`config.mk`:
```
export PLATFORM = sky130hd
export DESIGN_NAME = color_expand
export DESIGN_NICKNAME = d
export VERILOG_FILES = /design/src/hw/video_pkg.sv /design/src/hw/color_expand.sv
export SDC_FILE = /design/constraint.sdc
export NUM_CORES = 1
export LEC_CHECK = 0
export ABC_AREA = 1
export BUFFER_PORTS_ARGS = -buffer_cell sky130_fd_sc_hd__buf_2
export CAP_MARGIN = 20
export CORE_AREA = 2 2 39 41
export DETAILED_ROUTE_END_ITERATION = 6
export DIE_AREA = 0 0 41 43
export PLACE_DENSITY = 0.69
export SLEW_MARGIN = 40
export SYNTH_ARGS = -nofsm -noshare
export SYNTH_HDL_FRONTEND = slang
export SYNTH_SLANG_ARGS = --single-unit
export TNS_END_PERCENT = 50
```
`constraint.sdc`:
```
create_clock -name clk_48 -period 0.9 [get_ports clk_48]
set_clock_uncertainty 0.15 [all_clocks]
set_input_delay 0.18 -clock clk_48 [delete_from_list [all_inputs] [get_ports clk_48]]
set_output_delay 0.18 -clock clk_48 [all_outputs]
set_load 0.05 [all_outputs]
```
`src/hw/video_pkg.sv`:
```
package video_pkg;

	// ~~~~~~~~~~~~~~~~~~~~~~~~~~~~~~
	// Channel widths.
	// ~~~~~~~~~~~~~~~~~~~~~~~~~~~~~~

	localparam int RAW_R_W = 3;
	localparam int RAW_G_W = 3;
	localparam int RAW_B_W = 2;
	localparam int OUT_W = 6;

	// Scanline darkening applied to odd lines.
	typedef enum logic [1:0] {
		SCAN_OFF   = 2'd0,
		SCAN_DIM25 = 2'd1,
		SCAN_DIM50 = 2'd2,
		SCAN_DIM75 = 2'd3
	} scan_level_t;

	// ~~~~~~~~~~~~~~~~~~~~~~~~~~~~~~
	// Video beats.
	// ~~~~~~~~~~~~~~~~~~~~~~~~~~~~~~

	typedef struct packed {
		logic [RAW_R_W-1:0] r;
		logic [RAW_G_W-1:0] g;
		logic [RAW_B_W-1:0] b;
		logic               hblank;
		logic               vblank;
		logic               hs;
		logic               vs;
	} raw_pixel_t;

	typedef struct packed {
		logic [OUT_W-1:0] r;
		logic [OUT_W-1:0] g;
		logic [OUT_W-1:0] b;
		logic             hs;
		logic             vs;
	} out_pixel_t;

endpackage

```
`src/hw/color_expand.sv`:
```
`timescale 1ns/1ps

module color_expand (
	input  logic                   clk_48,
	input  logic                   reset,
	input  video_pkg::raw_pixel_t  pixel_in,
	output video_pkg::out_pixel_t  expanded
);
	import video_pkg::*;

	logic       blank;
	logic [2:0] r3;
	logic [2:0] g3;
	logic [2:0] b3;

	// Repeat the 3-bit pattern so full scale stays full scale.
	function automatic logic [OUT_W-1:0] widen(input logic [2:0] c);
		return {c, c};
	endfunction

	assign blank = pixel_in.hblank | pixel_in.vblank;

	assign r3 = blank ? 3'd0 : pixel_in.r;
	assign g3 = blank ? 3'd0 : pixel_in.g;
	// Blue gets its top bit repeated to reach 3 bits first.
	assign b3 = blank ? 3'd0 : {pixel_in.b[RAW_B_W-1], pixel_in.b};

	always_ff @(posedge clk_48) begin
		if (reset) begin
			expanded <= '0;
		end else begin
			expanded.r <= widen(r3);
			expanded.g <= widen(g3);
			expanded.b <= widen(b3);
			expanded.hs <= pixel_in.hs;
			expanded.vs <= pixel_in.vs;
		end
	end

endmodule

```
==> results.json <==
{
  "status": "finished, violations left",
  "violations": "negative hold slack, negative setup slack",
  "die_w_um": 41,
  "cp.required_ns": 0.57,
  "worst_pin_slew_ns": 0.168,
  "first_iter_violations": 4,
  "end_kind": "output pin",
  "die_area_um2": 1760,
  "utilization_pct": 58.9,
  "final_net_count": 93,
  "grtUsageTotal_pct": 11.3,
  "start_kind": "flip-flop",
  "first_global_vias": 294,
  "setup_viol": 20,
  "rows": 14,
  "path_cells": "buf_6",
  "hold_path_depth": 3,
  "min_period_ns": 1.14,
  "largest_reg_flops": 10,
  "h-tree-depth": 1,
  "synth_compound_area_share_pct": 0,
  "total_leakage_power_nw": 0.471,
  "cts_tree": "built",
  "critical_path.startpoint": "expanded[6]",
  "synthSimpleGateAreaFrac_pct": 13.7,
  "slew_headroom_pct": 88.8,
  "worstHoldStart": "pixel_in[5]",
  "area_growth_syn_to_layout_pct": 122,
  "antenna-diode-count": 0,
  "fin_crit_sh_pct": 126,
  "ir_drop_mv": 0.614,
  "synth-seq-area-share_pct": 54.6,
  "worst_path_largest_cell_delay_ns": 0.38,
  "yosys.cell_types.count": 6,
  "min_path_type": "input pin to flip-flop",
  "worst_path_max_delay_cell": "dfxtp_4",
  "drc": 0,
  "synth-xor-area-share_pct": 0,
  "wl_per_cell_um": 9.97,
  "clock_path_buffers": 2,
  "grt_pass1_wl_um": 1190,
  "rsz0062_at_grt": "yes",
  "cap_viol_max_count": 0,
  "clkTransAtPathRegs_ns": 0.07,
  "synth_top_family_by_area": "buffers and inverters",
  "syn_nets": 57,
  "hold_viol_final": 3,
  "power_density_nw_per_um2": 1360,
  "vias_per_cell": 3.72,
  "num_vias": 350,
  "drv_slew": 0,
  "drt_pass1_iterations": 3,
  "ant_nets": 0,
  "start_util_pct": 26.5,
  "syn_area_um2": 367,
  "regMostFlops": "expanded",
  "path_max_fanout": 4,
  "drive_gt1_share_pct": 64.1,
  "synthTopCellsByArea": "dfxtp_1 (55%), buf_4 (20%), inv_1 (11%)",
  "path_delay_family": "flip-flops",
  "holdPathEnd": "expanded[6]",
  "cts_setup_buffers": 0,
  "fmax_ghz": 0.879,
  "dp_hpwl_um": 548,
  "numCtsBuffers": 3,
  "io_buffer_count": 33,
  "coreArea_um2": 1380,
  "yosysTopAreaCellShare_pct": 54.6,
  "critPathKind": "flip-flop to output pin",
  "wl_um": 937,
  "antenna_found_initial": 0,
  "synthArstFlopShare_pct": 0,
  "root_buffer": "clkbuf_4",
  "synthFlopType": "dfxtp_1",
  "dpl-instance-area_um2": 507,
  "die_h_um": 43,
  "yosys-top-cells-count": "inv_1 (11), buf_4 (10), dfxtp_1 (10), nor2_1 (10)",
  "yosys.area.top_type": "dfxtp_1",
  "io_pins": 34,
  "synth_seq_cells": 10,
  "yosysMostFrequentCell": "inv_1",
  "crit_arrival_ns": 0.81,
  "largestRegisters": "expanded: 10 flops",
  "timing.final.ws_setup_ns": -0.238,
  "final_cells": 94,
  "cts.sinks": 10,
  "gp_congestion": 0.559,
  "ctsHoldBuffers": 8,
  "synth-edff-count": 0,
  "timing.hold.ws_ns": -0.0325,
  "power_w": 0.00111,
  "synthMuxAreaShare_pct": 0,
  "netlist_instances": 43,
  "stdcell_area_um2": 815,
  "synthAdderAreaFrac_pct": 0,
  "grt_max_degree": 9,
  "worst-path-buf-inv": 1,
  "grt_overflow": 0,
  "synth_warnings": 0,
  "placedCellCount": 82,
  "syn_area_per_cell_um2": 8.53
}
## timing repair
action                                 CTS  global route
resized for setup                       42            20
setup endpoints to repair               20            26
pin swaps                                0             1
gates cloned                             0             0
endpoints found under the hold margin   10             3
## worst max-delay path by stage
stage	endpoint	slack (ns)	cells after the start
floorplan	expanded[4]	-0.05	1
global placement	expanded[3]	-0.003	1
detailed placement	expanded[7]	-0.01	1
CTS	expanded[3]	-0.23	1
global route	expanded[6]	-0.27	1
finish	expanded[6]	-0.24	1
## power by group
group          internal (W)  total [W]  switching [W]
combinational      0.000117   0.000247       0.000130
sequential         0.000441   0.000456      0.0000148
clock              0.000245   0.000405       0.000160
## layer usage
metal  routed length (um)  vias to the layer above  GRT usage [%]
met1                  292                      149           8.39
met3                   47                        2           4.71
met2                  568                       20           18.4
li1                     -                      179              -
met4                   27                        0           12.0
met5                    0                        -              0
## through the flow
step                      setup slack, ns  TNS [ns]
after floorplan                   -0.0537    -0.346
after CTS                          -0.235     -4.13
after detailed placement          -0.0122   -0.0475
after global placement           -0.00328   -0.0117
final                              -0.238     -4.03
after global routing               -0.271     -4.68
## placed cells by master (no fill, tap or decap)
cell and instances:
buf_2 13, buf_6 7, buf_8 13, clkbuf_4 3, clkbuf_8 1, dfxtp_2 2, dfxtp_4 8, dlygate4sd3_1 2
dlymetal6s4s_1 6, inv_1 10, inv_2 1, nand2_2 1, nor2_1 10, nor2_2 1
## layout make-up
| type | instances | area [um2] |
|---|---|---|
| tap | 16 | 20.0 |
| sequential | 10 | 233 |
| fill | 116 | 569 |
| multi-input combinational | 12 | 50.0 |
| inverter | 11 | 41.3 |
| clock buffer | 4 | 36.3 |
| timing repair buffer | 41 | 434 |
## cells by family (layout without fill, tap and decap cells)
family,Yosys count,after routing
buf+inv,21,56
simple gates,12,12
flops,10,10
(Power assumes the default switching activity.)
