File: config.mk
export PLATFORM = sky130hd
export DESIGN_NAME = scanline_dim
export DESIGN_NICKNAME = d
export VERILOG_FILES = /design/src/hw/video_pkg.sv /design/src/hw/scanline_dim.sv
export SDC_FILE = /design/constraint.sdc
export NUM_CORES = 1
export LEC_CHECK = 0
export ABC_CLOCK_PERIOD_IN_PS = 1550
export BUFFER_PORTS_ARGS = -buffer_cell sky130_fd_sc_hd__buf_4
export CORE_MARGIN = 2
export CORE_UTILIZATION = 45
export CTS_CLUSTER_DIAMETER = 30
export DETAILED_ROUTE_END_ITERATION = 8
export GPL_TIMING_DRIVEN = 0
export PLACE_DENSITY_LB_ADDON = 0.12
export SLEW_MARGIN = 30
export SYNTH_ARGS = -nofsm -noshare
export SYNTH_HDL_FRONTEND = slang
export SYNTH_SLANG_ARGS = --single-unit
File: constraint.sdc
create_clock -name clk_48 -period 1.55 [get_ports clk_48]
set_input_delay 0.31 -clock clk_48 [delete_from_list [all_inputs] [get_ports clk_48]]
set_output_delay 0.31 -clock clk_48 [all_outputs]
set_load 0.02 [all_outputs]
File: src/hw/video_pkg.sv
package video_pkg;

	// ~~~~~~~~~~~~~~~~~~~~~~~~~~~~~~
	// Channel widths.
	// ~~~~~~~~~~~~~~~~~~~~~~~~~~~~~~

	localparam int RAW_R_W = 3;
	localparam int RAW_G_W = 3;
	localparam int RAW_B_W = 2;
	localparam int OUT_W = 6;

	// Scanline darkening applied to odd lines.
	typedef enum logic [1:0] {
		SCAN_OFF   = 2'd0,
		SCAN_DIM25 = 2'd1,
		SCAN_DIM50 = 2'd2,
		SCAN_DIM75 = 2'd3
	} scan_level_t;

	// ~~~~~~~~~~~~~~~~~~~~~~~~~~~~~~
	// Video beats.
	// ~~~~~~~~~~~~~~~~~~~~~~~~~~~~~~

	typedef struct packed {
		logic [RAW_R_W-1:0] r;
		logic [RAW_G_W-1:0] g;
		logic [RAW_B_W-1:0] b;
		logic               hblank;
		logic               vblank;
		logic               hs;
		logic               vs;
	} raw_pixel_t;

	typedef struct packed {
		logic [OUT_W-1:0] r;
		logic [OUT_W-1:0] g;
		logic [OUT_W-1:0] b;
		logic             hs;
		logic             vs;
	} out_pixel_t;

endpackage

File: src/hw/scanline_dim.sv
`timescale 1ns/1ps

module scanline_dim (
	input  logic                   clk_48,
	input  logic                   reset,
	input  video_pkg::out_pixel_t  expanded,
	input  video_pkg::scan_level_t scanlines,
	output video_pkg::out_pixel_t  pixel_out
);
	import video_pkg::*;

	logic hs_prev;
	logic odd_line;
	logic dim_en;

	// Truncating scale of one channel.
	function automatic logic [OUT_W-1:0] scale(
		input logic [OUT_W-1:0] c,
		input scan_level_t      level
	);
		logic [OUT_W-1:0] res;
		case (level)
			SCAN_DIM25: res = c - (c >> 2);
			SCAN_DIM50: res = c >> 1;
			SCAN_DIM75: res = c >> 2;
			default:    res = c;
		endcase
		return res;
	endfunction

	// ~~~~~~~~~~~~~~~~~~~~~~~~~~~~~~
	// Line parity.
	// ~~~~~~~~~~~~~~~~~~~~~~~~~~~~~~

	// Vsync clears the parity and each rising hsync flips it.
	always_ff @(posedge clk_48) begin
		if (reset) begin
			hs_prev <= 1'b0;
			odd_line <= 1'b0;
		end else begin
			hs_prev <= expanded.hs;
			if (expanded.vs) begin
				odd_line <= 1'b0;
			end else if (expanded.hs & ~hs_prev) begin
				odd_line <= ~odd_line;
			end
		end
	end

	assign dim_en = odd_line && (scanlines != SCAN_OFF);

	// ~~~~~~~~~~~~~~~~~~~~~~~~~~~~~~
	// Output register.
	// ~~~~~~~~~~~~~~~~~~~~~~~~~~~~~~

	always_ff @(posedge clk_48) begin
		if (reset) begin
			pixel_out <= '0;
		end else begin
			pixel_out.r <= dim_en ? scale(expanded.r, scanlines) : expanded.r;
			pixel_out.g <= dim_en ? scale(expanded.g, scanlines) : expanded.g;
			pixel_out.b <= dim_en ? scale(expanded.b, scanlines) : expanded.b;
			pixel_out.hs <= expanded.hs;
			pixel_out.vs <= expanded.vs;
		end
	end

endmodule

==> results of run 1 <==
synth_stat cells (2+ instances only):
cell type	instances	share of area [%]
inv_1	16	3.8
o21a_1	3	1.4
nor2b_1	13	5.1
a21oi_1	10	3.2
clkbuf_1	2	0.47
a211oi_1	6	2.8
nand3b_1	3	1.4
a21o_1	9	4.3
nor3_1	10	3.2
nor2_1	15	3.6
xnor2_1	4	2.2
nand2_1	13	3.1
o2bb2ai_1	3	1.7
o21ai_4	2	2.1
dfxtp_1	21	27
nand2b_1	2	0.79
and3b_2	2	1.3
buf_4	5	2.4
o21ai_0	12	3.8
fa_1	3	3.8
o21ai_1	9	2.8
nand4_1	3	1.2
ha_1	12	9.5
o221a_1	3	2.1
buf_2	3	0.95
a311oi_1	3	1.7
state kept, by name, summed over array words and instances (netlist names):
register   flops
pixel_out     20
odd_line       1
path summary, 6_finish.rpt:
kind	endpoint	start	cells past startpoint
worst max register to register	pixel_out[13]	odd_line	5
worst max-delay path	pixel_out[6]	expanded[2]	9
worst min register to register	odd_line	pixel_out[1]	3
worst min-delay path	odd_line	expanded[0]	2
area by class of cell:
class                   count  area [um2]  area share [%]
inverters                  16        70.1            3.43
clock inverters             1        5.00           0.245
repair buffers             41         308            15.1
well taps                  46        57.6            2.82
clock buffers               3        22.5            1.10
plain buffers              11        71.3            3.49
flip-flops and latches     21         420            20.6
multi-input cells         146        1090            53.2
layer usage:
layer,wire length [um],track usage (%)
met5,0,0
met1,1770,26.7
met2,1660,31.4
met3,238,2.32
met4,44,5.71
what timing repair did:
action                     CTS  global route
hold endpoints to repair     0             0
gates resized for setup      0             0
setup endpoints to repair    0             1
buffers inserted             0             0
power breakdown:
part           switching (W)  total (W)  internal, W
clock network       0.000179   0.000275    0.0000961
registers         0.00000904   0.000585     0.000576
logic               0.000271   0.000507     0.000236
total               0.000459    0.00137     0.000908
cells by family (layout without fill, tap and decap cells):
family	Yosys count	count (layout)	synth area share (%)
flops	21	21	26.6
xor+xnor	4	4	2.21
fa+ha+maj	15	15	13.3
compound gates	62	62	27.5
simple gates	65	65	22.2
buf+inv	27	72	8.31
through the flow:
| stage | hold slack (ns) | cell area [um2] | util [%] | setup slack (ns) |
|---|---|---|---|---|
| after floorplan | 0.387 | 1650 | - | 0.00229 |
| after global placement | 0.488 | 2010 | 59.9 | -0.234 |
| after detailed placement | 0.488 | 2010 | 59.9 | -0.236 |
| after CTS | 0.137 | 2040 | 60.7 | 0.0963 |
| after global routing | 0.136 | 2040 | 60.7 | 0.00373 |
| final | 0.156 | 2040 | 60.7 | 0.0951 |
==> metrics.csv, run 1 <==
stage,metric,value,unit
die,Die ar.,4000,um2
layout,proportion of layout cells with a drive suffix above 1,32.2,%
die,Chip Height,63.3,um
setup_path,CP endpoint kind,flop,
placement,routability cong.,0.801,
die,Rows,21,
layout,Nets,279,
layout,Post-Layout Cell Count,285,
yosys,Post-Syn Area,1580,um2
setup_path,R2R Setup Slk,0.26,ns
detailed_routing,final WL,3710,um
clock_network,clk root buf,clkbuf_4,
timing,Final min period,1.45,ns
clock_network,CTS Buf Count,3,
setup_path,critical path data arrival time,1.66,ns
layout,Antenna Cells,0,
grt,total global routing overflow,0,
layout,Fillers,351,
detailed_routing,post-route antenna net violation count,0,
detailed_routing,drt initial violations,72,
yosys,#FFs+latches synth,21,
timing,setup_tns,0,ns
setup_path,CP max FO,2,
yosys,"Top FF cell, synth",dfxtp_1,
timing,Max Freq,687,MHz
placement,DP Wirelength,2790,um
yosys,Ys Warns,0,
timing,Clock Skews,0.00141,ns
layout,most frequent cells in the layout,"buf_4, dfxtp_1, nor2_1",
die,CORE AREA,3360,um2
clock_network,Max Buffers Root-to-Sink,2,
setup_path,CP max stage cell,fa_2,
die,Die Span X,63.3,um
timing,slew margin rel.,65.6,%
setup_path,"Buf+Inv Stages, Crit Path",3,
timing,Setup-failing EPs final,0,
clock_network,CTS sink cnt,21,
placement,PortBufs,41,
setup_path,crit-path max cell delay,0.38,ns
detailed_routing,Vias/cell,5.27,
setup_path,worst-path cell chain,"buf_4, inv_6, ha_4, inv_2, fa_2, a21o_1, a21oi_2, a21oi_1, o221a_1",
layout,Layout area overhead,29.0,%
yosys,"Distinct cells, synth",33,
setup_path,Top delay family on crit path,compound AO/OA/AOI/OAI gates,
detailed_routing,vias post-DR,1502,
yosys,asr flop ratio synth,0,%
die,starting density of the core,47.0,%
layout,"commonest non-fill, non-tap cell in the layout",buf_4,
timing,Max Slew Vio Count,0,
placement,DP Cell Count,281,
grt,first-pass GRT wire length,6220,um
clock_network,Clock Latency Late Sink,0.30,ns
yosys,post-synthesis sequential area ratio,26.6,%
timing,Final period util,93.9,%
grt,total track usage,19.2,%
yosys,number of synthesized flops with an enable pin,0,
setup_path,CP startpoint kind,primary input,
timing,Fin. Hold Viols,0,
timing,Worst Max-Slew Pin Slew,0.516,ns
yosys,Mapped Cells,194,
clock_network,H-tree depth,1,
power_and_ir_drop,Max IR drop VDD,0.330,mV
grt,initial antenna violation count,0,
die,I/O Pins,44,
power_and_ir_drop,pwr dens,670,nW/um2
timing,RSZ-0062 raised after global routing,false,
power_and_ir_drop,total power,0.00137,W
grt,vias in the first global route,1360,
setup_path,Crit Path Class,primary input to flop,
yosys,"Net Count, Synth",233,
setup_path,Required @ worst endpoint,1.76,ns
detailed_routing,DRC viols,0,
status,status,finished clean,
grt,largest net degree at the start of global routing,13,
yosys,Avg Inst Size Synth,8.15,um2
clock_network,hold-fix buffers at CTS,0,
detailed_routing,WL per Instance,13.0,um
detailed_routing,Pre-antenna DRT Iters,4,
clock_network,Clock Pin Slew Worst Setup and Hold Paths,0.13,ns
power_and_ir_drop,P_leak,0.933,nW
run,maxcap violations,0,
clock_network,TritonCTS clock tree,done,
min_path,Hold Crit Class,primary input to flop,
(Power assumes the default switching activity.)
==> run 2, diff against run 1 <==
--- a/config.mk
+++ b/config.mk
@@ -12,7 +12,8 @@
 export CTS_CLUSTER_DIAMETER = 30
 export DETAILED_ROUTE_END_ITERATION = 8
 export GPL_TIMING_DRIVEN = 0
-export PLACE_DENSITY_LB_ADDON = 0.12
+export HOLD_SLACK_MARGIN = 0.03
+export PLACE_DENSITY = 0.71
 export SLEW_MARGIN = 30
 export SYNTH_ARGS = -nofsm -noshare
 export SYNTH_HDL_FRONTEND = slang
==> run 2 against run 1 <==
Against the previous run:
- final cell count is the same
- sequential cell count did not move
- critical endpoint is now pixel_out[15]
- clock skew is 0.0018 ns higher
- via count is 0.27% higher
- global-route usage up 1.9 points
- critical path type unchanged
- worst hold slack lost 0.014 ns
- utilization unchanged
- fmax is 0.92% lower
- largest power group unchanged
- clock power grew 3%
- die area did not move
- total power is 0.83% higher
==> metrics.csv, run 2 (synthesis results as in run 1) <==
stage,metric,value,unit,change
setup_path,crit-path max cell delay,0.55,ns,was 0.38 ns
clock_network,Max Buffers Root-to-Sink,2,,unchanged
die,Die Span X,63.3,um,unchanged
layout,Final Cell Area,2040,um2,unchanged
power_and_ir_drop,Clock power frac,20.5,%,was 20.1%
layout,max reg flops,20,,unchanged
setup_path,Crit path depth,9,,unchanged
setup_path,CP max stage cell,fa_2,,unchanged
layout,"commonest non-fill, non-tap cell in the layout",buf_4,,unchanged
timing,Setup-failing EPs final,0,,unchanged
layout,Nets,279,,unchanged
clock_network,H-tree depth,1,,unchanged
timing,Max Freq,681,MHz,was 687 MHz
clock_network,CTS sink cnt,21,,unchanged
clock_network,hold-fix buffers at CTS,0,,unchanged
clock_network,TritonCTS clock tree,done,,unchanged
detailed_routing,vias post-DR,1506,,was 1502
grt,initial antenna violation count,0,,unchanged
timing,Worst Max-Slew Pin Slew,0.557,ns,was 0.516 ns
setup_path,"Buf+Inv Stages, Crit Path",3,,unchanged
placement,DP Wirelength,2950,um,was 2790 um
setup_path,Reg2Reg Depth,5,,unchanged
detailed_routing,DRC viols,0,,unchanged
setup_path,critical path data arrival time,1.70,ns,was 1.66 ns
detailed_routing,final WL,3940,um,was 3710 um
timing,Worst Hold Margin,0.142,ns,was 0.156 ns
timing,slew margin rel.,62.9,%,was 65.6%
grt,first-pass GRT wire length,6760,um,was 6220 um
setup_path,CP dominant cell by count,inv_2,,
power_and_ir_drop,Logic pwr share,37.1,%,about the same
layout,biggest registers after layout,"pixel_out (20), odd_line (1)",,unchanged
layout,proportion of layout cells with a drive suffix above 1,32.2,%,unchanged
power_and_ir_drop,Reg power frac,42.4,%,was 42.8%
grt,vias in the first global route,1446,,was 1360
detailed_routing,drt initial violations,84,,was 72
power_and_ir_drop,Net Sw Frac,34.1,%,was 33.6%
layout,largest reg by FF count,pixel_out,,unchanged
layout,most frequent cells in the layout,"buf_4, dfxtp_1, nor2_1",,unchanged
timing,Final min period,1.47,ns,was 1.45 ns
clock_network,clk root buf,clkbuf_4,,unchanged
placement,cell area after placement,2010,um2,unchanged
detailed_routing,Pre-antenna DRT Iters,4,,unchanged
setup_path,worst-path cell chain,"buf_4, inv_2, ha_4, inv_2, fa_2, nor2_1, o21ai_1, o21ai_0, a211oi_1",,"was buf_4, inv_6, ha_4, inv_2, fa_2, a21o_1, a21oi_2, a21oi_1, o221a_1"
die,Die ar.,4000,um2,unchanged
die,Chip Height,63.3,um,unchanged
timing,Final period util,94.7,%,was 93.9%
setup_path,Crit Path Class,primary input to flop,,unchanged
detailed_routing,Vias/cell,5.28,,was 5.27
placement,routability cong.,0.807,,was 0.801
power_and_ir_drop,P_leak,0.933,nW,unchanged
detailed_routing,WL per Instance,13.8,um,was 13.0 um
clock_network,Clock Pin Slew Worst Setup and Hold Paths,0.13,ns,about the same
die,CORE AREA,3360,um2,unchanged
power_and_ir_drop,pwr dens,676,nW/um2,was 670 nW/um2
clock_network,CTS Buf Count,3,,unchanged
setup_path,CP startpoint kind,primary input,,unchanged
run,maxcap violations,0,,unchanged
timing,RSZ-0062 raised after global routing,false,,unchanged
setup_path,Required @ worst endpoint,1.79,ns,was 1.76 ns
clock_network,Clock Latency Late Sink,0.32,ns,was 0.30 ns
status,status,finished clean,,unchanged
grt,total global routing overflow,0,,unchanged
layout,Fillers,326,,was 351
power_and_ir_drop,P_int,0.000909,W,was 0.000908 W
grt,total track usage,21.2,%,was 19.2%
min_path,Hold Crit Depth,2,,unchanged
die,Rows,21,,unchanged
placement,PortBufs,41,,unchanged
layout,Antenna Cells,0,,unchanged
setup_path,CP max FO,2,,unchanged
setup_path,CP endpoint kind,flop,,unchanged
clock_network,# resized after CTS,0,,unchanged
layout,Layout Utilization,60.7,%,unchanged
layout,Layout area overhead,29.0,%,unchanged
timing,Fin. Hold Viols,0,,unchanged
die,starting density of the core,47.0,%,unchanged
detailed_routing,post-route antenna net violation count,0,,unchanged
power_and_ir_drop,Max IR drop VDD,0.286,mV,was 0.330 mV
setup_path,Top delay family on crit path,adder cells,,was compound AO/OA/AOI/OAI gates
timing,Clock Skews,0.00322,ns,was 0.00141 ns
grt,largest net degree at the start of global routing,13,,unchanged
die,I/O Pins,44,,unchanged
timing,Max Slew Vio Count,0,,unchanged
power_and_ir_drop,Net Switching,0.000470,W,was 0.000459 W
min_path,Hold Crit Class,primary input to flop,,unchanged
## run 2: cell counts in the layout (fill, tap and decap cells not counted)
No cell type changed its count.
## run 2: worst register-to-register path: cells and delay by family (launching register included)
| kind | cells | cell delay (ns) |
|---|---|---|
| compound gates | 2 | 0.64 |
| buf+inv | 1 | 0.18 |
| flops | 1 | 0.32 |
| simple gates | 2 | 0.16 |
## run 2: worst paths after layout
kind           startpoint       endpoint  slack (ns)
min           expanded[0]       odd_line        0.14
max          expanded[14]  pixel_out[15]        0.08
max reg2reg      odd_line  pixel_out[13]        0.21
min reg2reg  pixel_out[1]       odd_line        0.60
## run 2: repair_timing
item                                   CTS  global route
buffers inserted                         0             0
endpoints found under the hold margin    0             0
setup endpoints to repair                0             1
## run 2: power groups by stage
stage	clock network (W)	logic (W)	registers, W
2_1_floorplan	0	0.000287	0.000640
3_3_place_gp	0	0.000505	0.000597
3_5_place_dp	0	0.000511	0.000597
4_1_cts	0.000292	0.000513	0.000585
5_1_grt	0.000310	0.000569	0.000589
6_report	0.000282	0.000512	0.000585
## run 2: final cells by class
cell class | instances | area (um2) | share of cell area [%]
multi-input cells | 146 | 1090 | 53.2
flip-flops and latches | 21 | 420 | 20.6
repair buffers | 41 | 308 | 15.1
plain buffers | 11 | 71.3 | 3.49
inverters | 16 | 70.1 | 3.43
well taps | 46 | 57.6 | 2.82
clock buffers | 3 | 22.5 | 1.10
clock inverters | 1 | 5.00 | 0.245
## run 2: metrics by stage
| step | worst slack (ns) | power, W | instances | setup TNS (ns) |
|---|---|---|---|---|
| global placement | -0.252 | 0.00110 | 281 | -1.85 |
| floorplan | 0.00229 | 0.000927 | 194 | 0 |
| detailed placement | -0.248 | 0.00111 | 281 | -1.91 |
| CTS | 0.0879 | 0.00139 | 285 | 0 |
| global route | 0.0209 | 0.00147 | 285 | 0 |
| finish | 0.0816 | 0.00138 | 285 | 0 |
## run 2: metal layers
| layer | vias up | wire [um] | track usage (%) |
|---|---|---|---|
| li1 | 767 | - | - |
| met1 | 690 | 1860 | 27.7 |
| met2 | 42 | 1780 | 35.2 |
| met3 | 7 | 224 | 3.21 |
| met4 | 0 | 68 | 7.88 |
| met5 | - | 0 | 0 |
