### src/hw/dl_pkg.sv
package dl_pkg;

	// ~~~~~~~~~~~~~~~~~~~~~~~~~~~~~~
	// ROM geometry.
	// ~~~~~~~~~~~~~~~~~~~~~~~~~~~~~~

	// The loader addresses bytes; the store holds 16-bit words.
	localparam int ROM_ADDR_W = 15;
	localparam int ROM_WORD_ADDR_W = ROM_ADDR_W - 1;
	localparam int ROM_WORDS = 16384;

	localparam int ROM_DATA_W = 16;
	localparam int ROM_BE_W = ROM_DATA_W / 8;

	// ~~~~~~~~~~~~~~~~~~~~~~~~~~~~~~
	// Write command.
	// ~~~~~~~~~~~~~~~~~~~~~~~~~~~~~~

	// The byte is copied into both lanes and be picks the lane that is written.
	// be[1] is the odd byte, be[0] the even one.
	typedef struct packed {
		logic [ROM_WORD_ADDR_W-1:0] addr;
		logic [ROM_DATA_W-1:0]      data;
		logic [ROM_BE_W-1:0]        be;
		logic                       valid;
	} dl_write_t;

endpackage
### src/hw/download_sequencer.sv
`timescale 1ns/1ps

module download_sequencer (
	input  logic                       clk_48,
	input  logic                       reset,
	input  logic                       ioctl_download,
	input  logic                       ioctl_wr,
	input  logic [dl_pkg::ROM_ADDR_W-1:0] ioctl_addr,
	input  logic [7:0]                 ioctl_dout,
	input  logic                       status_reset,
	input  logic                       button_reset,
	output dl_pkg::dl_write_t          wr_cmd,
	output logic                       rom_loaded,
	output logic                       core_reset
);
	import dl_pkg::*;

	logic                  wr_s;
	logic                  wr_prev;
	logic                  dl_d;
	logic [ROM_ADDR_W-1:0] addr_s;
	logic [7:0]            dout_s;
	logic                  wr_rise;
	logic                  loaded = 1'b0;

	// A write counts on a rising strobe while the download level is up.
	assign wr_rise = wr_s & ~wr_prev & dl_d;

	always_ff @(posedge clk_48) begin
		if (reset) begin
			wr_s <= 1'b0;
			wr_prev <= 1'b0;
			dl_d <= 1'b0;
		end else begin
			wr_s <= ioctl_wr;
			wr_prev <= wr_s;
			dl_d <= ioctl_download;
		end
	end

	// Address and data are sampled with the strobe.
	always_ff @(posedge clk_48) begin
		addr_s <= ioctl_addr;
		dout_s <= ioctl_dout;
	end

	always_ff @(posedge clk_48) begin
		if (reset) begin
			wr_cmd.valid <= 1'b0;
		end else begin
			wr_cmd.valid <= wr_rise;
		end
		wr_cmd.addr <= addr_s[ROM_ADDR_W-1:1];
		wr_cmd.data <= {dout_s, dout_s};
		wr_cmd.be <= {addr_s[0], ~addr_s[0]};
	end

	// The flag is set when the first download ends and is never cleared.
	always_ff @(posedge clk_48) begin
		if (dl_d & ~ioctl_download) begin
			loaded <= 1'b1;
		end
	end

	assign rom_loaded = loaded;

	always_ff @(posedge clk_48) begin
		if (reset) begin
			core_reset <= 1'b1;
		end else begin
			core_reset <= status_reset | button_reset | ~loaded;
		end
	end

endmodule

### config.mk
export PLATFORM = sky130hd
export DESIGN_NAME = download_sequencer
export DESIGN_NICKNAME = d
export VERILOG_FILES = /design/src/hw/dl_pkg.sv /design/src/hw/download_sequencer.sv
export SDC_FILE = /design/constraint.sdc
export NUM_CORES = 1
export LEC_CHECK = 0
export BUFFER_PORTS_ARGS = -buffer_cell sky130_fd_sc_hd__buf_2
export CORE_MARGIN = 8
export CORE_UTILIZATION = 37
export DETAILED_ROUTE_END_ITERATION = 7
export PLACE_DENSITY = 0.75
export SLEW_MARGIN = 5
export SYNTH_ARGS = -nofsm -noshare
export SYNTH_HDL_FRONTEND = slang
export SYNTH_SLANG_ARGS = --single-unit
### constraint.sdc
create_clock -name clk_48 -period 0.8 [get_ports clk_48]
set_clock_uncertainty 0.05 [all_clocks]
set_input_delay 0.08 -clock clk_48 [delete_from_list [all_inputs] [get_ports clk_48]]
set_output_delay 0.08 -clock clk_48 [all_outputs]
set_load 0.1 [all_outputs]
==> results of run 1 <==
==> per-layer routing <==
metal | global-route usage | share of wire
met1 | 0.0868 | 0.30
met4 | 0.0476 | 0.011
met3 | 0.0634 | 0.093
met2 | 0.211 | 0.60
met5 | 0 | 0
==> where the power goes <==
group	leakage [nW]	switching (mW)	total, mW	internal, mW
Combinational	0.563	0.741	1.21	0.467
Sequential	0.441	0.0902	2.82	2.72
Clock	0.0422	0.704	1.36	0.656
==> cells in the final DEF (no fill, tap or decap) <==
| cell type | n |
|---|---|
| clkbuf_4 | 5 |
| dfxtp_2 | 18 |
| dfxtp_1 | 26 |
| and2b_2 | 3 |
| dfxtp_4 | 8 |
| inv_1 | 1 |
| clkinv_2 | 1 |
| clkbuf_1 | 1 |
| conb_1 | 1 |
| or3_1 | 1 |
| and4bb_2 | 1 |
| bufinv_16 | 1 |
| buf_2 | 27 |
| buf_12 | 34 |
| dlygate4sd3_1 | 26 |
==> flip-flops by register name, indices dropped and copies added (netlist names) <==
signal      cells
core_reset      1
dout_s          8
wr_prev         1
dl_d            1
wr_cmd         25
addr_s         15
wr_s            1
==> path summary, 6_finish.rpt <==
| path | startpoint | to | slack (ns) | depth (start not counted) |
|---|---|---|---|---|
| max | wr_cmd[13] | wr_cmd[13] | -0.24 | 1 |
| min reg2reg | dout_s[1] | wr_cmd[12] | 0.28 | 0 |
| min | button_reset | core_reset | -0.14 | 2 |
| max reg2reg | wr_prev | wr_cmd[0] | 0.11 | 1 |
==> logic make-up after synthesis <==
group / count (synthesis) / synth area share
flops: 52 / 0.897
other cells: 1 / 0.00323
buf+inv: 10 / 0.0614
simple gates: 5 / 0.0388
==> area by class of cell <==
cell class                 count  area [sq um]
clock buffer                   6          41.3
clock inverter                 2          35.0
fill                         183           674
inverter                       1          3.75
multi-input combinational      6          48.8
sequential                    52          1090
tap                           44          55.1
timing repair buffer          87          1080
==> what timing repair did <==
| item | CTS | global route |
|---|---|---|
| pin swaps | 0 | 0 |
| hold endpoints to repair | 26 | 1 |
| gates resized for setup | 0 | 0 |
| setup endpoints to repair | 34 | 35 |
==> per-stage QoR <==
step	utilization	setup slack (ns)	area [sq um]
after floorplan	-	-0.192	1300
after global placement	0.668	0.0805	2020
after detailed placement	0.668	0.0647	2020
after CTS	0.779	-0.282	2360
after global routing	0.777	-0.308	2350
final	0.777	-0.244	2350
==> run metrics, run 1 <==
outcome=finished, violations left; violated checks=negative hold slack, negative setup slack; Synth Register Bits=52; required time of the critical path=around 0.67 ns; Fin Setup TNS=-7.44 ns; root buffer cell=clkbuf_4; Critical Path End Type=primary output; CTS sink count=between 50 and 60; die area=5190 sq um; Final #Nets=approximately 180; Static Leak=between 1 and 1.5 nW; synth warn=0; CTS tree=yes; CTS clk-pin slew, worst paths=between 0.1 and 0.15 ns; post-synth cell types=7; DR pass1 iterations=3; Critical Path AT=0.91 ns; hpwl dp=slightly above 2000 microns; largest net degree at the start of global routing=16; core area=just over 3000 sq um; vias in the first global route=slightly below 900; Tot Pwr=approximately 5.4 mW; Layout area overhead=103%; clk buf depth=2; critical path type=register to primary output; Commonest cells post-synth=dfxtp_1 (52), buf_4 (9), and2b_2 (3); setup ws final=-0.244 ns; Placer Congestion=roughly 0.65; Final period util=1.31; final wirelength=about 2600 microns; Max FO, Critical Path=2; Async S/R FF share, synth=0; min Tclk post-route=between 1 and 1.5 ns; worst path bufs/invs=1; Synth area leader=dfxtp_1; Die Ht=roughly 72 microns; cells taking the most area after synthesis=dfxtp_1 (90%), buf_4 (5.8%), and2b_2 (2.3%); EDFF count, synth=0; Hold WS=-0.138 ns; DR DRC count=0; CTS Buf Count=5; hold_buf cts=26; Final Max Tran Viols=0; max incr delay on CP=0.40 ns; mapped cell area=1160 sq um; PD cells=2290 nW/um^2; endpoints failing hold=1; via count=roughly 730; post-synthesis sequential area ratio=0.897; Max-Cap Viols=0; Vias/cell=3.68; first-pass GRT wire length=4240 microns; # diodes=0; Mapped Cells=68; total global routing overflow=0; Ports=64; setup bufs post-CTS=0; crit-path cells=buf_12; Clock Latency Late Sink=0.34 ns; predominant post-synthesis flop cell=dfxtp_1; H-tree depth=2; final antenna-violating net count=0; total global-route track usage=0.110; Hold Path Class=primary input to register; initial core utilization=0.383; final setup violation count=34; per-cell routed wire length=13.1 microns; count leader, synth=dfxtp_1; Top Family by Delay on Critical Path=flip-flops; Syn Area/Cell=around 17 sq um; layout cells sized above 1=0.636; initial antenna violation count=0; maximum vdd ir drop=1930 uV; CP max stage cell=dfxtp_4; Placed Cells=165; Die Span X=72.0 microns; I/O Buffers=slightly above 60; Yosys top cell area share=0.897; RSZ-0062 raised after global routing=yes; Peak Freq=958 MHz; Post-Layout Cell Count=198; drt first-iter violations=5; floorplan row count=20; net count after synthesis=97; Startpoint Class=register
(Power assumes the default switching activity.)
==> run 2: changes to the inputs <==
- CORE_UTILIZATION: 37 -> 44
- PLACE_DENSITY: 0.75 -> 0.83
- clock period: 0.8 -> 1.3 ns (I/O delays scaled with it)
==> run 2 against run 1 <==
Total power decreased by 39%. Critical path type unchanged. Highest routed layer unchanged. The flow now finishes without violations. Register-to-register slack improved by 0.50 ns. Largest cell class unchanged. Critical path depth unchanged.
==> run metrics, run 2 (synthesis results as in run 1) <==
initial core utilization=0.464 (was 0.383); drt first-iter violations=11 (was 5); die area=4540 sq um (was 5190 sq um); setup bufs post-CTS=0 (unchanged); total global routing overflow=0 (unchanged); min Tclk post-route=around 1.3 ns; first-pass GRT wire length=3800 microns (was 4240 microns); endpoints failing hold=0 (was 1); most common cell after layout, fill and taps aside=dfxtp_1 (was buf_12); most frequent cells in the layout=dfxtp_1 (44), buf_2 (30), dlygate4sd3_1 (28) (was buf_12 (34), buf_2 (27), dfxtp_1 (26), dlygate4sd3_1 (26), dfxtp_2 (18)); H-tree depth=2 (unchanged); Util after Layout=0.763 (was 0.777); DR DRC count=0 (unchanged); Critical Path End Type=primary output (unchanged); Critical Path AT=1.12 ns (was 0.91 ns); per-cell routed wire length=14.2 microns (was 13.1 microns); layout cells sized above 1=0.522 (was 0.636); total global-route track usage=0.119 (was 0.110); CTS clk-pin slew, worst paths=0.13 ns (about the same); Seq. cell area=1050 sq um (was 1090 sq um); CP max stage cell=buf_2 (was dfxtp_4); Layout fillers=146 (was 183); largest net degree at the start of global routing=16 (unchanged); Clock Latency Late Sink=0.35 ns (was 0.34 ns); Die Ht=67.4 microns (was 72.0 microns); initial antenna violation count=0 (unchanged); Placed Area=1450 sq um (was 2020 sq um); Largest regs=wr_cmd: 25 flops, addr_s: 15 flops, dout_s: 8 flops (unchanged); Hold WS=0.288 ns (was -0.138 ns); final wirelength=2650 microns (was 2590 microns); Final Max Tran Viols=0 (unchanged); final antenna-violating net count=0 (unchanged); Hold Path Class=register to register (was primary input to register); I/O Buffers=62 (unchanged); Placer Congestion=0.661 (was 0.647); Final period util=0.997; design area=1910 sq um (was 2350 sq um); Largest Register=wr_cmd (unchanged); # diodes=0 (unchanged); worst path bufs/invs=1 (unchanged); crit-path cells=buf_2 (was buf_12); CTS Buf Count=5 (unchanged); floorplan row count=18 (was 20); root buffer cell=clkbuf_4 (unchanged); Max FO, Critical Path=2 (unchanged); Peak Freq=between 700 and 800 MHz; maximum vdd ir drop=1610 uV (was 1930 uV); RSZ-0062 raised after global routing=yes (unchanged); Ports=64 (unchanged); Static Leak=0.905 nW (was 1.05 nW); final setup violation count=0 (was 34); max incr delay on CP=0.42 ns (was 0.40 ns); CTS sink count=52 (unchanged); Startpoint Class=register (unchanged); outcome=complete, no violations (was finished, violations left); clk buf depth=2 (unchanged); required time of the critical path=1.12 ns (was 0.67 ns); Die Span X=67.4 microns (was 72.0 microns); critical path type=register to primary output (unchanged); Top Family by Delay on Critical Path=buffers and inverters (was flip-flops); flip-flop count of the largest register after layout=25 (unchanged); Max-Cap Viols=0 (unchanged); PD cells=1720 nW/um^2 (was 2290 nW/um^2); DR pass1 iterations=2 (was 3); vias in the first global route=821 (was 879); Final #Nets=185 (was 182); core area=2500 sq um (was 3030 sq um); Layout area overhead=64.2% (was 103%); CTS tree=yes (unchanged); Vias/cell=4.03 (was 3.68); via count=753 (was 729); hpwl dp=1750 microns (was 2020 microns); Multi-input gate area=48.8 sq um (unchanged)
==> run 2: cell count changes in the layout (fill, tap and decap cells not counted), moves of 3 or more <==
| cell | previous run | this run |
|---|---|---|
| dfxtp_2 | 18 | 8 |
| dfxtp_1 | 26 | 44 |
| buf_12 | 34 | 0 |
| clkbuf_4 | 5 | 16 |
| buf_4 | 0 | 21 |
| buf_2 | 27 | 30 |
| dfxtp_4 | 8 | 0 |
==> run 2: path summary, 6_finish.rpt <==
| kind | from | endpoint | slack [ns] | cells after the start |
|---|---|---|---|---|
| worst min register to register | dout_s[1] | wr_cmd[12] | 0.29 | 0 |
| worst max register to register | wr_prev | wr_cmd[0] | 0.61 | 1 |
| worst min-delay path | dout_s[1] | wr_cmd[12] | 0.29 | 0 |
| worst max-delay path | wr_cmd[10] | wr_cmd[10] | 0.004 | 1 |
==> run 2: report_power, final <==
| group | total, mW | leakage [nW] | switching [mW] | internal (mW) |
|---|---|---|---|---|
| clock network | 0.955 | 0.0515 | 0.444 | 0.511 |
| registers | 1.70 | 0.438 | 0.0248 | 1.68 |
| logic | 0.612 | 0.415 | 0.459 | 0.152 |
==> run 2: cell type report <==
cell class	count	area share
sequential	52	0.551
multi-input combinational	6	0.0256
inverter	1	0.00197
timing repair buffer	90	0.352
tap	30	0.0197
clock buffer	7	0.0341
clock inverter	1	0.0157
==> run 2: repair_timing <==
item	4_1_cts	5_1_grt
cloned	0	0
resized for setup	21	11
hold endpoints to repair	26	0
setup endpoints to repair	22	13
hold buffers	28	0
==> run 2: per-layer routing <==
metal,track usage,vias to the layer above,part of all wire
li1,-,372,-
met1,0.0880,328,0.30
met2,0.235,44,0.57
met3,0.0480,9,0.098
met4,0.0888,0,0.032
met5,0,-,0
==> run 2: per-stage QoR <==
stage / std cells / total power [mW] / setup TNS, ns / setup slack, ns
after floorplan: 68 / 2.17 / 0 / 0.0982
after CTS: 187 / 3.28 / -0.0270 / -0.0153
after global placement: 151 / 2.25 / 0 / 0.394
after detailed placement: 151 / 2.26 / 0 / 0.383
after global routing: 187 / 3.38 / -0.105 / -0.0524
final: 187 / 3.27 / 0 / 0.00351
==> run 3: changes to the inputs <==
- CORE_ASPECT_RATIO: not set -> 0.6
==> run 3 against run 2 <==
Wire length hardly changed. Global-route usage rose by 0.16 points. Worst hold slack got worse by 0.27 ns. Total power grew 1.8%. Critical path depth stayed put. Clock-buffer cell count is 1 lower. Critical path type unchanged.
==> run metrics, run 3 (synthesis results as in run 1) <==
setup ws final=0.0414 ns (was 0.00351 ns); final wirelength=2650 microns (about the same); min Tclk post-route=1.26 ns (was 1.30 ns); total global routing overflow=0 (unchanged); hold depth=2 (was 0); FF-to-FF End=wr_cmd[0] (unchanged); core area=2500 sq um (about the same); per-cell routed wire length=14.1 microns (was 14.2 microns); Seq. cell area=1050 sq um (unchanged); required time of the critical path=1.12 ns (about the same); Placer Congestion=0.698 (was 0.661); PD cells=1820 nW/um^2 (was 1720 nW/um^2); Layout fillers=161 (was 146); global routing usage on met2=0.207 (was 0.235); Max FO, Critical Path=1 (was 2); DR pass1 iterations=2 (unchanged); Layout area overhead=57.8% (was 64.2%); outcome=complete, no violations (unchanged); maximum vdd ir drop=912 uV (was 1610 uV); worst reg-to-reg setup slack=0.60 ns (was 0.61 ns); hpwl dp=1590 microns (was 1750 microns); CTS clk-pin slew, worst paths=0.08 ns (was 0.13 ns); Final period util=0.968 (was 0.997); DR DRC count=0 (unchanged); reg2reg path depth=1 (unchanged); Clock Latency Late Sink=0.30 ns (was 0.35 ns); initial antenna violation count=0 (unchanged); Final #Nets=184 (was 185); total global-route track usage=0.121 (was 0.119); die area=4590 sq um (was 4540 sq um); Static Leak=0.879 nW (was 0.905 nW); post-CTS resize count=0 (was 21); CTS Buf Count=5 (unchanged); max incr delay on CP=0.44 ns (was 0.42 ns); Critical Path End Type=primary output (unchanged); final setup violation count=0 (unchanged); Post-Layout Cell Count=188 (was 187); Critical Path AT=1.08 ns (was 1.12 ns); most frequent cells in the layout=buf_2 (62), dfxtp_1 (44), dlygate4sd3_1 (27) (was dfxtp_1 (44), buf_2 (30), dlygate4sd3_1 (28)); Util after Layout=0.731 (was 0.763); Hold Crit Start=reset (was dout_s[1]); Die Span X=82.3 microns (was 67.4 microns); design area=1830 sq um (was 1910 sq um); largest net degree at the start of global routing=16 (unchanged); RSZ-0062 raised after global routing=no (was yes); Critical R2R Launch=wr_prev (unchanged); Tot Pwr=3.33 mW (was 3.27 mW); Top Family by Delay on Critical Path=buffers and inverters (unchanged); vias in the first global route=844 (was 821); flip-flop count of the largest register after layout=25 (unchanged); crit-path cells=buf_2 (unchanged); routing usage on met1=0.102 (was 0.0880); H-tree depth=2 (unchanged); most common cell after layout, fill and taps aside=buf_2 (was dfxtp_1); first-pass GRT wire length=3930 microns (was 3800 microns); CTS sink count=52 (unchanged); pre-CTS setup slack=0.391 ns (was 0.383 ns); layout cells sized above 1=0.519 (was 0.522); final antenna-violating net count=0 (unchanged); I/O Buffers=62 (unchanged); Startpoint Class=register (unchanged); Hold WS=0.0162 ns (was 0.288 ns); global route hottest layer=met2 (unchanged); critical path type=register to primary output (unchanged); root buffer cell=clkbuf_8 (was clkbuf_4); endpoints failing hold=0 (unchanged); floorplan row count=14 (was 18); clk buf depth=2 (unchanged); Peak Freq=795 MHz (was 771 MHz); initial core utilization=0.464 (about the same); # diodes=0 (unchanged); Placed Area=1450 sq um (about the same); WHS Endpoint=core_reset (was wr_cmd[12]); CTS tree=yes (unchanged); Fin Setup TNS=0 ns (unchanged); Max-Cap Viols=0 (unchanged); drt first-iter violations=3 (was 11); Vias/cell=3.97 (was 4.03); Multi-input gate area=48.8 sq um (unchanged); met3 GRT Util=0.0839 (was 0.0480); Placed Cells=153 (was 151); Ports=64 (unchanged); Final Max Tran Viols=0 (unchanged); via count=747 (was 753); CP max stage cell=buf_2 (unchanged); Largest regs=wr_cmd: 25 flops, addr_s: 15 flops, dout_s: 8 flops (unchanged); Die Ht=55.8 microns (was 67.4 microns); Hold Path Class=primary input to register (was register to register); Largest Register=wr_cmd (unchanged); worst path bufs/invs=1 (unchanged)
==> run 3: cell count changes in the layout (fill, tap and decap cells not counted) <==
cell,previous run,this run
clkbuf_4,16,0
dlygate4sd3_1,28,27
clkbuf_8,2,5
buf_2,30,62
buf_4,21,0
clkinv_2,0,1
clkbuf_1,0,1
==> run 3: power by group <==
group / switching (mW) / leakage, nW / internal, mW / total [mW]
Clock: 0.477 / 0.0552 / 0.571 / 1.05
Sequential: 0.0230 / 0.438 / 1.68 / 1.70
Combinational: 0.458 / 0.386 / 0.122 / 0.580
==> run 3: final cells by class <==
| type | count | area share |
|---|---|---|
| tap | 32 | 0.0219 |
| clock inverter | 2 | 0.0191 |
| inverter | 1 | 0.00205 |
| timing repair buffer | 89 | 0.317 |
| sequential | 52 | 0.574 |
| multi-input combinational | 6 | 0.0266 |
| clock buffer | 6 | 0.0396 |
==> run 3: worst max-delay path by stage <==
stage,startpoint,end,slack (ns),cells after the start
3_3_place_gp,wr_cmd[17],wr_cmd[9],0.40,1
6_report,wr_cmd[24],wr_cmd[24],0.04,1
3_5_place_dp,wr_cmd[1],wr_cmd[1],0.39,1
4_1_cts,wr_cmd[22],wr_cmd[22],0.05,1
5_1_grt,wr_cmd[24],wr_cmd[24],0.007,1
2_1_floorplan,wr_cmd[11],wr_cmd[11],0.1,1
==> run 3: per-layer routing <==
metal,wire [microns],part of all wire
met1,959,0.36
met2,1300,0.49
met3,352,0.13
met4,38,0.014
met5,0,0
==> run 3: repair_timing <==
item / CTS / global route
hold endpoints to repair: 25 / 1
buffers inserted: 0 / 0
hold buffers: 26 / 1
